===== src/id_defines.svh =====
`ifndef ID_DEFINES_SVH
`define ID_DEFINES_SVH

////////////////////////////////////////
// Datapath widths
////////////////////////////////////////

// Data word and instruction word
`define ID_NB_REG      32

// Register index, 32 entries
`define ID_NB_REG_ADDR 5

// Opcode and function fields share one width
`define ID_NB_OPCODE   6

////////////////////////////////////////
// Instruction fields
////////////////////////////////////////

// I-type immediate
`define ID_NB_INM      16

// R-type shift amount
`define ID_NB_SHAMT    5

// J-type target, word index
`define ID_NB_J_INM    26

////////////////////////////////////////
// Control encodings
////////////////////////////////////////

// ALU operation code
`define ID_NB_ALUOP    4

// Link register for JAL
`define ID_RA_ADDR     31

`endif


===== src/id_pkg.sv =====
`include "id_defines.svh"

package id_pkg;

   typedef enum logic [`ID_NB_OPCODE-1:0] {
      R_INST = 6'b000000,
      J      = 6'b000010,
      JAL    = 6'b000011,
      BEQ    = 6'b000100,
      BNE    = 6'b000101,
      ADDI   = 6'b001001,
      SLTI   = 6'b001010,
      ANDI   = 6'b001100,
      ORI    = 6'b001101,
      XORI   = 6'b001110,
      LUI    = 6'b001111,
      LB     = 6'b100000,
      LH     = 6'b100001,
      LW     = 6'b100011,
      LBU    = 6'b100100,
      LHU    = 6'b100101,
      LWU    = 6'b100111,
      SB     = 6'b101000,
      SH     = 6'b101001,
      SW     = 6'b101011
   } opcode_e;

   typedef enum logic [`ID_NB_OPCODE-1:0] {
      FUNC_SLL  = 6'b000000,
      FUNC_SRL  = 6'b000010,
      FUNC_SRA  = 6'b000011,
      FUNC_SLLV = 6'b000100,
      FUNC_SRLV = 6'b000110,
      FUNC_SRAV = 6'b000111,
      FUNC_JR   = 6'b001000,
      FUNC_JALR = 6'b001001,
      FUNC_ADDU = 6'b100001,
      FUNC_SUBU = 6'b100011,
      FUNC_AND  = 6'b100100,
      FUNC_OR   = 6'b100101,
      FUNC_XOR  = 6'b100110,
      FUNC_NOR  = 6'b100111,
      FUNC_SLT  = 6'b101010
   } funct_e;

   typedef enum logic [`ID_NB_ALUOP-1:0] {
      ADD, SUB, AND, OR, XOR, NOR, SRL, SLL, SRA, SLA, SLT, LUI_OP
   } alu_op_e;

   typedef enum logic [1:0] {
      BYTE = 2'd0,
      HALF = 2'd1,
      WORD = 2'd2
   } dsize_e;

   ////////////////////////////////////////
   // Control words, MSB first
   ////////////////////////////////////////

   typedef struct packed {
      alu_op_e alu_op;
      logic    use_imm;
      logic    unsigned_imm;
      logic    use_shamt;
   } ex_ctrl_t;

   typedef struct packed {
      logic   rd_en;
      logic   wr_en;
      logic   unsigned_ld;
      dsize_e dsize;
   } mem_ctrl_t;

   typedef struct packed {
      logic [`ID_NB_REG_ADDR-1:0] dest;
      logic                       reg_we;
      // Result from ALU rather than memory
      logic                       from_alu;
      // Write PC+ instead of data
      logic                       link_pc;
   } wb_ctrl_t;

   typedef struct packed {
      logic is_branch;
      logic is_bne;
      logic jump_imm;
      logic jump_reg;
   } jump_kind_t;

   typedef struct packed {
      ex_ctrl_t   ex;
      mem_ctrl_t  mem;
      wb_ctrl_t   wb;
      jump_kind_t kind;
   } id_ctrl_t;

   typedef struct packed {
      logic nop;
      logic branch;
      logic jump_rs;
      logic jump_inm;
   } id_flags_t;

   ////////////////////////////////////////
   // Instruction formats
   ////////////////////////////////////////

   typedef struct packed {
      opcode_e                    opcode;
      logic [`ID_NB_REG_ADDR-1:0] rs;
      logic [`ID_NB_REG_ADDR-1:0] rt;
      logic [`ID_NB_REG_ADDR-1:0] rd;
      logic [`ID_NB_SHAMT-1:0]    shamt;
      funct_e                     funct;
   } r_fmt_t;

   typedef struct packed {
      opcode_e                    opcode;
      logic [`ID_NB_REG_ADDR-1:0] rs;
      logic [`ID_NB_REG_ADDR-1:0] rt;
      logic [`ID_NB_INM-1:0]      imm;
   } i_fmt_t;

   typedef struct packed {
      opcode_e                 opcode;
      logic [`ID_NB_J_INM-1:0] target;
   } j_fmt_t;

   // Same word, three views
   typedef union packed {
      r_fmt_t r;
      i_fmt_t i;
      j_fmt_t j;
   } instr_u;

endpackage


===== src/reg_file.sv =====
`timescale 1ns/1ps

`include "id_defines.svh"

module reg_file (
   input  logic                       i_clk,
   input  logic                       i_rst,
   input  logic [`ID_NB_REG_ADDR-1:0] i_rs_addr,
   input  logic [`ID_NB_REG_ADDR-1:0] i_rt_addr,
   input  logic [`ID_NB_REG_ADDR-1:0] i_wr_addr,
   input  logic                       i_wr_en,
   input  logic [`ID_NB_REG-1:0]      i_wr_data,
   output logic [`ID_NB_REG-1:0]      o_rd_a,
   output logic [`ID_NB_REG-1:0]      o_rd_b
);

   localparam int DEPTH = 1 << `ID_NB_REG_ADDR;

   logic [`ID_NB_REG-1:0] regs [DEPTH];

   // Single write port from write-back, r0 included
   always_ff @(posedge i_clk) begin
      if (i_rst) begin
         for (int i = 0; i < DEPTH; i++) begin
            regs[i] <= '0;
         end
      end else if (i_wr_en) begin
         regs[i_wr_addr] <= i_wr_data;
      end
   end

   // Asynchronous reads, a same-edge write is seen next cycle
   assign o_rd_a = regs[i_rs_addr];
   assign o_rd_b = regs[i_rt_addr];

   a_wr_addr_known: assert property (
      @(posedge i_clk) disable iff (i_rst)
      i_wr_en |-> !$isunknown(i_wr_addr)
   ) else $error("register write with unknown address");

endmodule


===== src/control_decoder.sv =====
`timescale 1ns/1ps

`include "id_defines.svh"

module control_decoder
   import id_pkg::*;
(
   input  instr_u   i_instr,
   output id_ctrl_t o_ctrl
);

   opcode_e opcode;
   funct_e  funct;
   alu_op_e f_alu_op;
   logic    f_use_shamt;
   logic    f_link_pc;
   logic    f_jump_reg;
   logic    known;
   logic    to_ra;

   assign opcode = i_instr.r.opcode;
   assign funct  = i_instr.r.funct;

   function automatic dsize_e size_of(input opcode_e op);
      dsize_e size;
      case (op)
         LB, LBU, SB: size = BYTE;
         LH, LHU, SH: size = HALF;
         default:     size = WORD;
      endcase
      return size;
   endfunction

   function automatic alu_op_e imm_alu_op(input opcode_e op);
      alu_op_e alu;
      case (op)
         SLTI:    alu = SLT;
         ANDI:    alu = AND;
         ORI:     alu = OR;
         XORI:    alu = XOR;
         LUI:     alu = LUI_OP;
         default: alu = ADD;
      endcase
      return alu;
   endfunction

   ////////////////////////////////////////
   // Function field lookup
   ////////////////////////////////////////

   always_comb begin
      f_alu_op    = ADD;
      f_use_shamt = 1'b0;
      f_link_pc   = 1'b0;
      f_jump_reg  = 1'b0;
      case (funct)
         FUNC_SLL: begin
            f_alu_op    = SLL;
            f_use_shamt = 1'b1;
         end
         FUNC_SRL: begin
            f_alu_op    = SRL;
            f_use_shamt = 1'b1;
         end
         FUNC_SRA: begin
            f_alu_op    = SRA;
            f_use_shamt = 1'b1;
         end
         // Variable shifts take the amount from rs
         FUNC_SLLV: f_alu_op = SLL;
         FUNC_SRLV: f_alu_op = SRL;
         FUNC_SRAV: f_alu_op = SRA;
         FUNC_SUBU: f_alu_op = SUB;
         FUNC_AND:  f_alu_op = AND;
         FUNC_OR:   f_alu_op = OR;
         FUNC_XOR:  f_alu_op = XOR;
         FUNC_NOR:  f_alu_op = NOR;
         FUNC_SLT:  f_alu_op = SLT;
         FUNC_JR:   f_jump_reg = 1'b1;
         FUNC_JALR: begin
            f_jump_reg = 1'b1;
            f_link_pc  = 1'b1;
         end
         default:   f_alu_op = ADD;
      endcase
   end

   ////////////////////////////////////////
   // Opcode lookup
   ////////////////////////////////////////

   always_comb begin
      o_ctrl = '0;
      known  = 1'b1;
      to_ra  = 1'b0;
      case (opcode)
         R_INST: begin
            o_ctrl.ex.alu_op     = f_alu_op;
            o_ctrl.ex.use_shamt  = f_use_shamt;
            o_ctrl.wb.reg_we     = 1'b1;
            o_ctrl.wb.from_alu   = 1'b1;
            o_ctrl.wb.link_pc    = f_link_pc;
            o_ctrl.kind.jump_reg = f_jump_reg;
         end
         LB, LH, LW, LBU, LHU, LWU: begin
            o_ctrl.ex.use_imm      = 1'b1;
            o_ctrl.mem.rd_en       = 1'b1;
            o_ctrl.mem.unsigned_ld = opcode inside {LBU, LHU, LWU};
            o_ctrl.mem.dsize       = size_of(opcode);
            o_ctrl.wb.reg_we       = 1'b1;
         end
         SB, SH, SW: begin
            o_ctrl.ex.use_imm = 1'b1;
            o_ctrl.mem.wr_en  = 1'b1;
            o_ctrl.mem.dsize  = size_of(opcode);
         end
         ADDI, SLTI, ANDI, ORI, XORI, LUI: begin
            o_ctrl.ex.alu_op       = imm_alu_op(opcode);
            o_ctrl.ex.use_imm      = 1'b1;
            // Logic ops and LUI zero-extend
            o_ctrl.ex.unsigned_imm = !(opcode inside {ADDI, SLTI});
            o_ctrl.wb.reg_we       = 1'b1;
            o_ctrl.wb.from_alu     = 1'b1;
         end
         BEQ, BNE: begin
            o_ctrl.ex.use_imm     = 1'b1;
            o_ctrl.kind.is_branch = 1'b1;
            o_ctrl.kind.is_bne    = (opcode == BNE);
         end
         J: o_ctrl.kind.jump_imm = 1'b1;
         JAL: begin
            o_ctrl.kind.jump_imm = 1'b1;
            o_ctrl.wb.reg_we     = 1'b1;
            o_ctrl.wb.link_pc    = 1'b1;
            to_ra                = 1'b1;
         end
         default: known = 1'b0;
      endcase

      // Destination select, unknown opcodes stay all zero
      if (known) begin
         if (to_ra) begin
            o_ctrl.wb.dest = `ID_NB_REG_ADDR'(`ID_RA_ADDR);
         end else if (o_ctrl.ex.use_imm) begin
            o_ctrl.wb.dest = i_instr.r.rt;
         end else begin
            o_ctrl.wb.dest = i_instr.r.rd;
         end
      end
   end

endmodule


===== src/branch_resolve.sv =====
`timescale 1ns/1ps

`include "id_defines.svh"

module branch_resolve
   import id_pkg::*;
(
   input  jump_kind_t            i_kind,
   input  logic [`ID_NB_REG-1:0] i_rd_a,
   input  logic [`ID_NB_REG-1:0] i_rd_b,
   output id_flags_t             o_flags
);

   logic equal;
   logic taken;

   assign equal = (i_rd_a == i_rd_b);

   // BNE takes the inverse condition
   assign taken = i_kind.is_bne ? !equal : equal;

   ////////////////////////////////////////
   // Flush request
   ////////////////////////////////////////

   always_comb begin
      o_flags.nop      = i_kind.jump_imm
                       | i_kind.jump_reg
                       | (i_kind.is_branch & taken);
      o_flags.branch   = i_kind.is_branch;
      o_flags.jump_rs  = i_kind.jump_reg;
      o_flags.jump_inm = i_kind.jump_imm;
   end

endmodule


===== src/id_ex_reg.sv =====
`timescale 1ns/1ps

`include "id_defines.svh"

module id_ex_reg
   import id_pkg::*;
(
   input  logic                    i_clk,
   input  logic                    i_rst,
   input  id_ctrl_t                i_ctrl,
   input  id_flags_t               i_flags,
   input  logic [`ID_NB_REG-1:0]   i_pc,
   input  logic [`ID_NB_REG-1:0]   i_a,
   input  logic [`ID_NB_REG-1:0]   i_b,
   input  logic [`ID_NB_INM-1:0]   i_imm,
   input  logic [`ID_NB_SHAMT-1:0] i_shamt,
   input  logic [`ID_NB_J_INM-1:0] i_target,
   output id_ctrl_t                o_ctrl,
   output id_flags_t               o_flags,
   output logic [`ID_NB_REG-1:0]   o_pc,
   output logic [`ID_NB_REG-1:0]   o_a,
   output logic [`ID_NB_REG-1:0]   o_b,
   output logic [`ID_NB_INM-1:0]   o_imm,
   output logic [`ID_NB_SHAMT-1:0] o_shamt,
   output logic [`ID_NB_J_INM-1:0] o_target
);

   // Control, flags, PC and operands
   always_ff @(posedge i_clk) begin
      if (i_rst) begin
         o_ctrl  <= '0;
         o_flags <= '0;
         o_pc    <= '0;
         o_a     <= '0;
         o_b     <= '0;
      end else begin
         o_ctrl  <= i_ctrl;
         o_flags <= i_flags;
         o_pc    <= i_pc;
         o_a     <= i_a;
         o_b     <= i_b;
      end
   end

   // Instruction fields
   always_ff @(posedge i_clk) begin
      o_imm    <= i_imm;
      o_shamt  <= i_shamt;
      o_target <= i_target;
   end

   a_nop_has_cause: assert property (
      @(posedge i_clk) disable iff (i_rst)
      o_flags.nop |-> (o_flags.branch || o_flags.jump_rs || o_flags.jump_inm)
   ) else $error("flush without branch or jump");

endmodule


===== src/instr_decode.sv =====
`timescale 1ns/1ps

`include "id_defines.svh"

module instr_decode
   import id_pkg::*;
(
   input  logic                       i_clk,
   input  logic                       i_rst,
   input  instr_u                     i_instruction,
   input  logic [`ID_NB_REG-1:0]      i_pc,
   input  logic [`ID_NB_REG_ADDR-1:0] i_wr_addr,
   input  logic [`ID_NB_REG-1:0]      i_wr_data,
   input  logic                       i_wr_en,
   output ex_ctrl_t                   o_ex,
   output mem_ctrl_t                  o_mem,
   output wb_ctrl_t                   o_wb,
   output logic [`ID_NB_REG-1:0]      o_pc,
   output logic [`ID_NB_REG-1:0]      o_a,
   output logic [`ID_NB_REG-1:0]      o_b,
   output logic [`ID_NB_INM-1:0]      o_imm,
   output logic [`ID_NB_SHAMT-1:0]    o_shamt,
   output logic [`ID_NB_J_INM-1:0]    o_jump_target,
   output id_flags_t                  o_flags
);

   logic [`ID_NB_REG-1:0] rd_a;
   logic [`ID_NB_REG-1:0] rd_b;
   id_ctrl_t              ctrl;
   id_ctrl_t              ctrl_q;
   id_flags_t             flags;

   reg_file reg_file_i (
      .i_clk     (i_clk),
      .i_rst     (i_rst),
      .i_rs_addr (i_instruction.r.rs),
      .i_rt_addr (i_instruction.r.rt),
      .i_wr_addr (i_wr_addr),
      .i_wr_en   (i_wr_en),
      .i_wr_data (i_wr_data),
      .o_rd_a    (rd_a),
      .o_rd_b    (rd_b)
   );

   control_decoder control_decoder_i (
      .i_instr (i_instruction),
      .o_ctrl  (ctrl)
   );

   branch_resolve branch_resolve_i (
      .i_kind  (ctrl.kind),
      .i_rd_a  (rd_a),
      .i_rd_b  (rd_b),
      .o_flags (flags)
   );

   id_ex_reg id_ex_reg_i (
      .i_clk    (i_clk),
      .i_rst    (i_rst),
      .i_ctrl   (ctrl),
      .i_flags  (flags),
      .i_pc     (i_pc),
      .i_a      (rd_a),
      .i_b      (rd_b),
      .i_imm    (i_instruction.i.imm),
      .i_shamt  (i_instruction.r.shamt),
      .i_target (i_instruction.j.target),
      .o_ctrl   (ctrl_q),
      .o_flags  (o_flags),
      .o_pc     (o_pc),
      .o_a      (o_a),
      .o_b      (o_b),
      .o_imm    (o_imm),
      .o_shamt  (o_shamt),
      .o_target (o_jump_target)
   );

   // Jump kind travels on in o_flags
   assign o_ex  = ctrl_q.ex;
   assign o_mem = ctrl_q.mem;
   assign o_wb  = ctrl_q.wb;

endmodule


===== config.mk =====
export PLATFORM = sky130hd
export DESIGN_NAME = instr_decode
export DESIGN_NICKNAME = d
export VERILOG_FILES = /design/src/id_pkg.sv /design/src/reg_file.sv /design/src/control_decoder.sv /design/src/branch_resolve.sv /design/src/id_ex_reg.sv /design/src/instr_decode.sv
export VERILOG_INCLUDE_DIRS = /design/src
export SDC_FILE = /design/constraint.sdc
export NUM_CORES = 2
export LEC_CHECK = 0
export BUFFER_PORTS_ARGS = -buffer_cell sky130_fd_sc_hd__buf_2
export CAP_MARGIN = 10
export CORE_UTILIZATION = 55
export CTS_CLUSTER_DIAMETER = 40
export CTS_CLUSTER_SIZE = 14
export DETAILED_ROUTE_END_ITERATION = 16
export PLACE_DENSITY_LB_ADDON = 0.3
export SYNTH_ARGS = -nofsm -noshare
export SYNTH_HDL_FRONTEND = slang
export SYNTH_SLANG_ARGS = --single-unit

===== constraint.sdc =====
create_clock -name i_clk -period 6.35 [get_ports i_clk]
set_input_delay 1.27 -clock i_clk [delete_from_list [all_inputs] [get_ports i_clk]]
set_output_delay 1.27 -clock i_clk [all_outputs]
set_load 0.01 [all_outputs]

==> key figures <==
Placed design
  • Placement Cell Area: 62000 µm²
  • Input/output buffers: 270
  • Placed wire-length estimate: 111 mm
  • Final weighted congestion in routability-driven placement: 0.928

STA
  • Setup repair after global routing missed its margin: false
  • Clock tree skew after final layout: 0.0271 ns
  • Worst max-slew margin expressed relative to the limit: 12.2%
  • Pin slew with the least headroom to its limit: 1.32 ns
  • Number of endpoints with negative hold slack in the final report: 0
  • Final worst path period need: 4.71 ns
  • WHS: 0.613 ns
  • Share of the clock period used by the worst path after layout: 74.2%
  • Max Clock Freq: 212 MHz
  • Final-report max-slew violation count: 0
  • Setup total negative slack: 0 ns
  • Number of setup violations in the final report: 0

Hold path
  • Number of instances on the worst hold path: 1
  • Class of the tightest hold or removal check: in2reg
  • Worst Hold Path EP: id_ex_reg_i.o_target[15]
  • HP Start: i_instruction[15]

Routing
  • Post-detailed-routing wire length: 189 mm
  • DRC violations left: 0
  • Post-DR wirelength/cell: 32.4 µm
  • Final ANT Viol Nets: 0
  • Number of iterations in the first detailed-routing pass: 8
  • Violation count after the first detailed-route iteration: 6001
  • Mean number of vias per cell: 6.78
  • Total number of vias: 39600

Global routing
  • Met2 Usage GRT: 53.6%
  • Initial antenna violation count: 23
  • Pin count of the biggest net entering global routing: 69
  • M3 GR Usage: 10.2%
  • Met1 capacity usage during global routing: 44.8%
  • Vias in the first global route: 38700
  • Most utilized layer in the global route result: met2
  • Total Routing Usage GR: 34.5%
  • Wire length of the first global-routing pass: 267 mm
  • Total grt overflow: 0

Die
  • Initial Util: 55.5%
  • Core box area: 107000 µm²
  • Row cnt: 120
  • Count of pins on the block boundary: 271
  • Width of the chip: 331 µm
  • Area enclosed by the die boundary: 109000 µm²
  • Die H: 331 µm

Pwr
  • Peak supply drop: 291 µV
  • PD cells: 303 nW/µm²
  • Reported leakage power: 24.5 nW

Final layout
  • Fin util: 63.1%
  • Count of nets after finishing: 4399
  • Synth-to-layout area growth: 13.7%
  • Most frequent standard cell in the layout excluding fill and tap cells: sky130_fd_sc_hd__and2_1
  • Share of post-route cells with drive strength above 1: 27.6%
  • Top library cells by usage in the layout, fill and taps aside: 1068 x sky130_fd_sc_hd__and2_1, 1024 x sky130_fd_sc_hd__edfxtp_1, 456 x sky130_fd_sc_hd__mux4_2
  • Area of all placed cells without fillers: 67600 µm²

Setup path
  • Flop-to-flop setup slack: 2.65 ns
  • Critical path's slowest cell: sky130_fd_sc_hd__buf_2
  • Startpoint of the worst register-to-register path: reg_file_i.regs[17][6]
  • Required time at the worst-slack endpoint: 7.00 ns
  • Worst reg-to-reg path cell count: 11
  • Classification of the worst setup path: in2reg
  • Max stage delay on crit path: 0.53 ns
  • Kind of start point of the critical path: primary input
  • CP Cell Sequence: buf_2 > buf_4 > nor2b_2 > buf_4 > a32o_1 > a31oi_1 > xor2_1 > nor4_2 > nand4_1 > nor4_2 > xnor2_1 > a211o_1
  • Kind of end point of the critical path: flop
  • Endpoint of the lowest-slack register-to-register path: id_ex_reg_i.o_flags[3]
  • Largest fanout on the critical path: 23
  • CP Data Arrival Time: 5.36 ns

Synth
  • Seq/Total Area, Yosys: 56.6%
  • Nets in the synthesized netlist: 4266
  • Dominant synthesized flop cell: sky130_fd_sc_hd__edfxtp_1
  • Post-synthesis average cell area: 14.3 µm²
  • Count of mapped cells out of synthesis: 4162
  • Mapped Area: 59500 µm²
  • Number of synthesized register bits: 1170
  • Number of enable flip-flop cells after synthesis: 1024
  • Distinct cell type count of the synthesized netlist: 47
  • Fraction of registers with async set/reset: 0%
  • Total number of yosys warnings: 0

Clocking
  • Clock latency reported for the late side of the worst-skew pair: 0.78 ns
  • CTS tree: done
  • Max clock buf depth: 3
  • Clock Sink Count: 1170
  • Clock transition at the register clock pins on the worst setup and hold paths after CTS: 0.06 ns
  • Number of buffers created by CTS: 160
  • Post-CTS sizing: 0
  • Number of setup buffers added after CTS: 0
  • CTS root buffer: sky130_fd_sc_hd__clkbuf_16
  • Count of hold buffers inserted by post-cts repair: 0
  • H-tree depth: 4

Run
  • Maximum capacitance violations: 0

Outcome
  • Run status: completed
-- flip-flops by register name (all words and copies together), names as in the netlist --
name                  cells
id_ex_reg_i.o_pc         32
id_ex_reg_i.o_ctrl       20
id_ex_reg_i.o_imm         9
id_ex_reg_i.o_flags       4
id_ex_reg_i.o_a          32
id_ex_reg_i.o_b          32
id_ex_reg_i.o_target     17
reg_file_i.regs        1024
-- final cells by class --
| cell class | instances | area, µm² |
|---|---|---|
| Inverter | 5 | 23.8 |
| Antenna cell | 2 | 5.00 |
| Clock inverter | 112 | 1260 |
| Multi-Input combinational cell | 2552 | 23900 |
| Timing Repair Buffer | 406 | 2640 |
| Clock buffer | 187 | 4340 |
| Fill cell | 7633 | 39500 |
| Tap cell | 1403 | 1760 |
| Sequential cell | 1170 | 33700 |
-- logic make-up after synthesis --
| group | synth area share (%) |
|---|---|
| and+or+nand+nor | 14.9 |
| DFF | 56.6 |
| muxes | 20.2 |
| buffers and inverters | 3.40 |
| AOI/OAI and AO/OA | 4.31 |
| xor gates and xnor gates | 0.501 |
-- worst max path at each step --
stage | from | to
2_1_floorplan | i_instruction[17] | id_ex_reg_i.o_flags[3]
3_3_place_gp | i_instruction[16] | id_ex_reg_i.o_flags[3]
3_5_place_dp | i_instruction[16] | id_ex_reg_i.o_flags[3]
4_1_cts | i_instruction[16] | id_ex_reg_i.o_flags[3]
5_1_grt | i_instruction[21] | id_ex_reg_i.o_flags[3]
6_report | i_instruction[18] | id_ex_reg_i.o_flags[3]
-- cell usage after synthesis (10+ instances only) --
cell type / instances / area share, %
sky130_fd_sc_hd__nor2b_1: 92 / 0.97
sky130_fd_sc_hd__nor2_1: 78 / 0.49
sky130_fd_sc_hd__nand3_1: 10 / 0.084
sky130_fd_sc_hd__and2_1: 1068 / 11
sky130_fd_sc_hd__o211ai_1: 17 / 0.21
sky130_fd_sc_hd__a221oi_1: 60 / 0.88
sky130_fd_sc_hd__edfxtp_1: 1024 / 52
sky130_fd_sc_hd__and3_1: 16 / 0.17
sky130_fd_sc_hd__xnor2_1: 12 / 0.18
sky130_fd_sc_hd__buf_6: 14 / 0.27
sky130_fd_sc_hd__clkbuf_1: 297 / 1.9
sky130_fd_sc_hd__nor3_1: 13 / 0.11
sky130_fd_sc_hd__a31oi_1: 63 / 0.66
sky130_fd_sc_hd__o21bai_1: 45 / 0.57
sky130_fd_sc_hd__mux2i_1: 175 / 2.9
sky130_fd_sc_hd__a22oi_1: 21 / 0.27
sky130_fd_sc_hd__a32oi_1: 14 / 0.21
sky130_fd_sc_hd__buf_2: 50 / 0.42
sky130_fd_sc_hd__buf_4: 54 / 0.68
sky130_fd_sc_hd__xor2_1: 22 / 0.32
sky130_fd_sc_hd__nand2_1: 185 / 1.2
sky130_fd_sc_hd__a32o_1: 26 / 0.44
sky130_fd_sc_hd__mux4_2: 456 / 17
sky130_fd_sc_hd__a21oi_1: 92 / 0.77
sky130_fd_sc_hd__buf_1: 20 / 0.13
sky130_fd_sc_hd__or2_2: 32 / 0.34
sky130_fd_sc_hd__dfxtp_1: 146 / 4.9
-- critical path: cells and delay by family --
family          cells  cell delay (ns)
xor+xnor            2             0.36
compound gates      3             0.83
buf+inv             3             1.43
simple gates        4             1.41
-- layer usage --
metal  vias to the layer above  share of wire, %  routed length [µm]
li1                      15900                 -                   -
met1                     19900                35               65800
met2                      3110                47               88000
met3                       616                14               26300
met4                        16               4.8                9000
met5                         -             0.058                 110
-- metrics by stage --
step,setup slack [ns],power (mW),instances
CTS,1.83,20.4,5835
global placement,1.13,11.2,5536
floorplan,2.40,10.4,4162
detailed placement,1.02,11.3,5536
finish,1.64,20.5,5837
global route,1.59,20.9,5837
-- report_power, final --
part | switching [mW] | internal (mW) | leakage (nW) | total (mW)
clock network | 3.71 | 5.59 | 2.72 | 9.30
registers | 0.209 | 8.79 | 11.0 | 9.00
logic | 1.31 | 0.876 | 10.9 | 2.19
No activity file was read; power rests on OpenSTA's default activity.
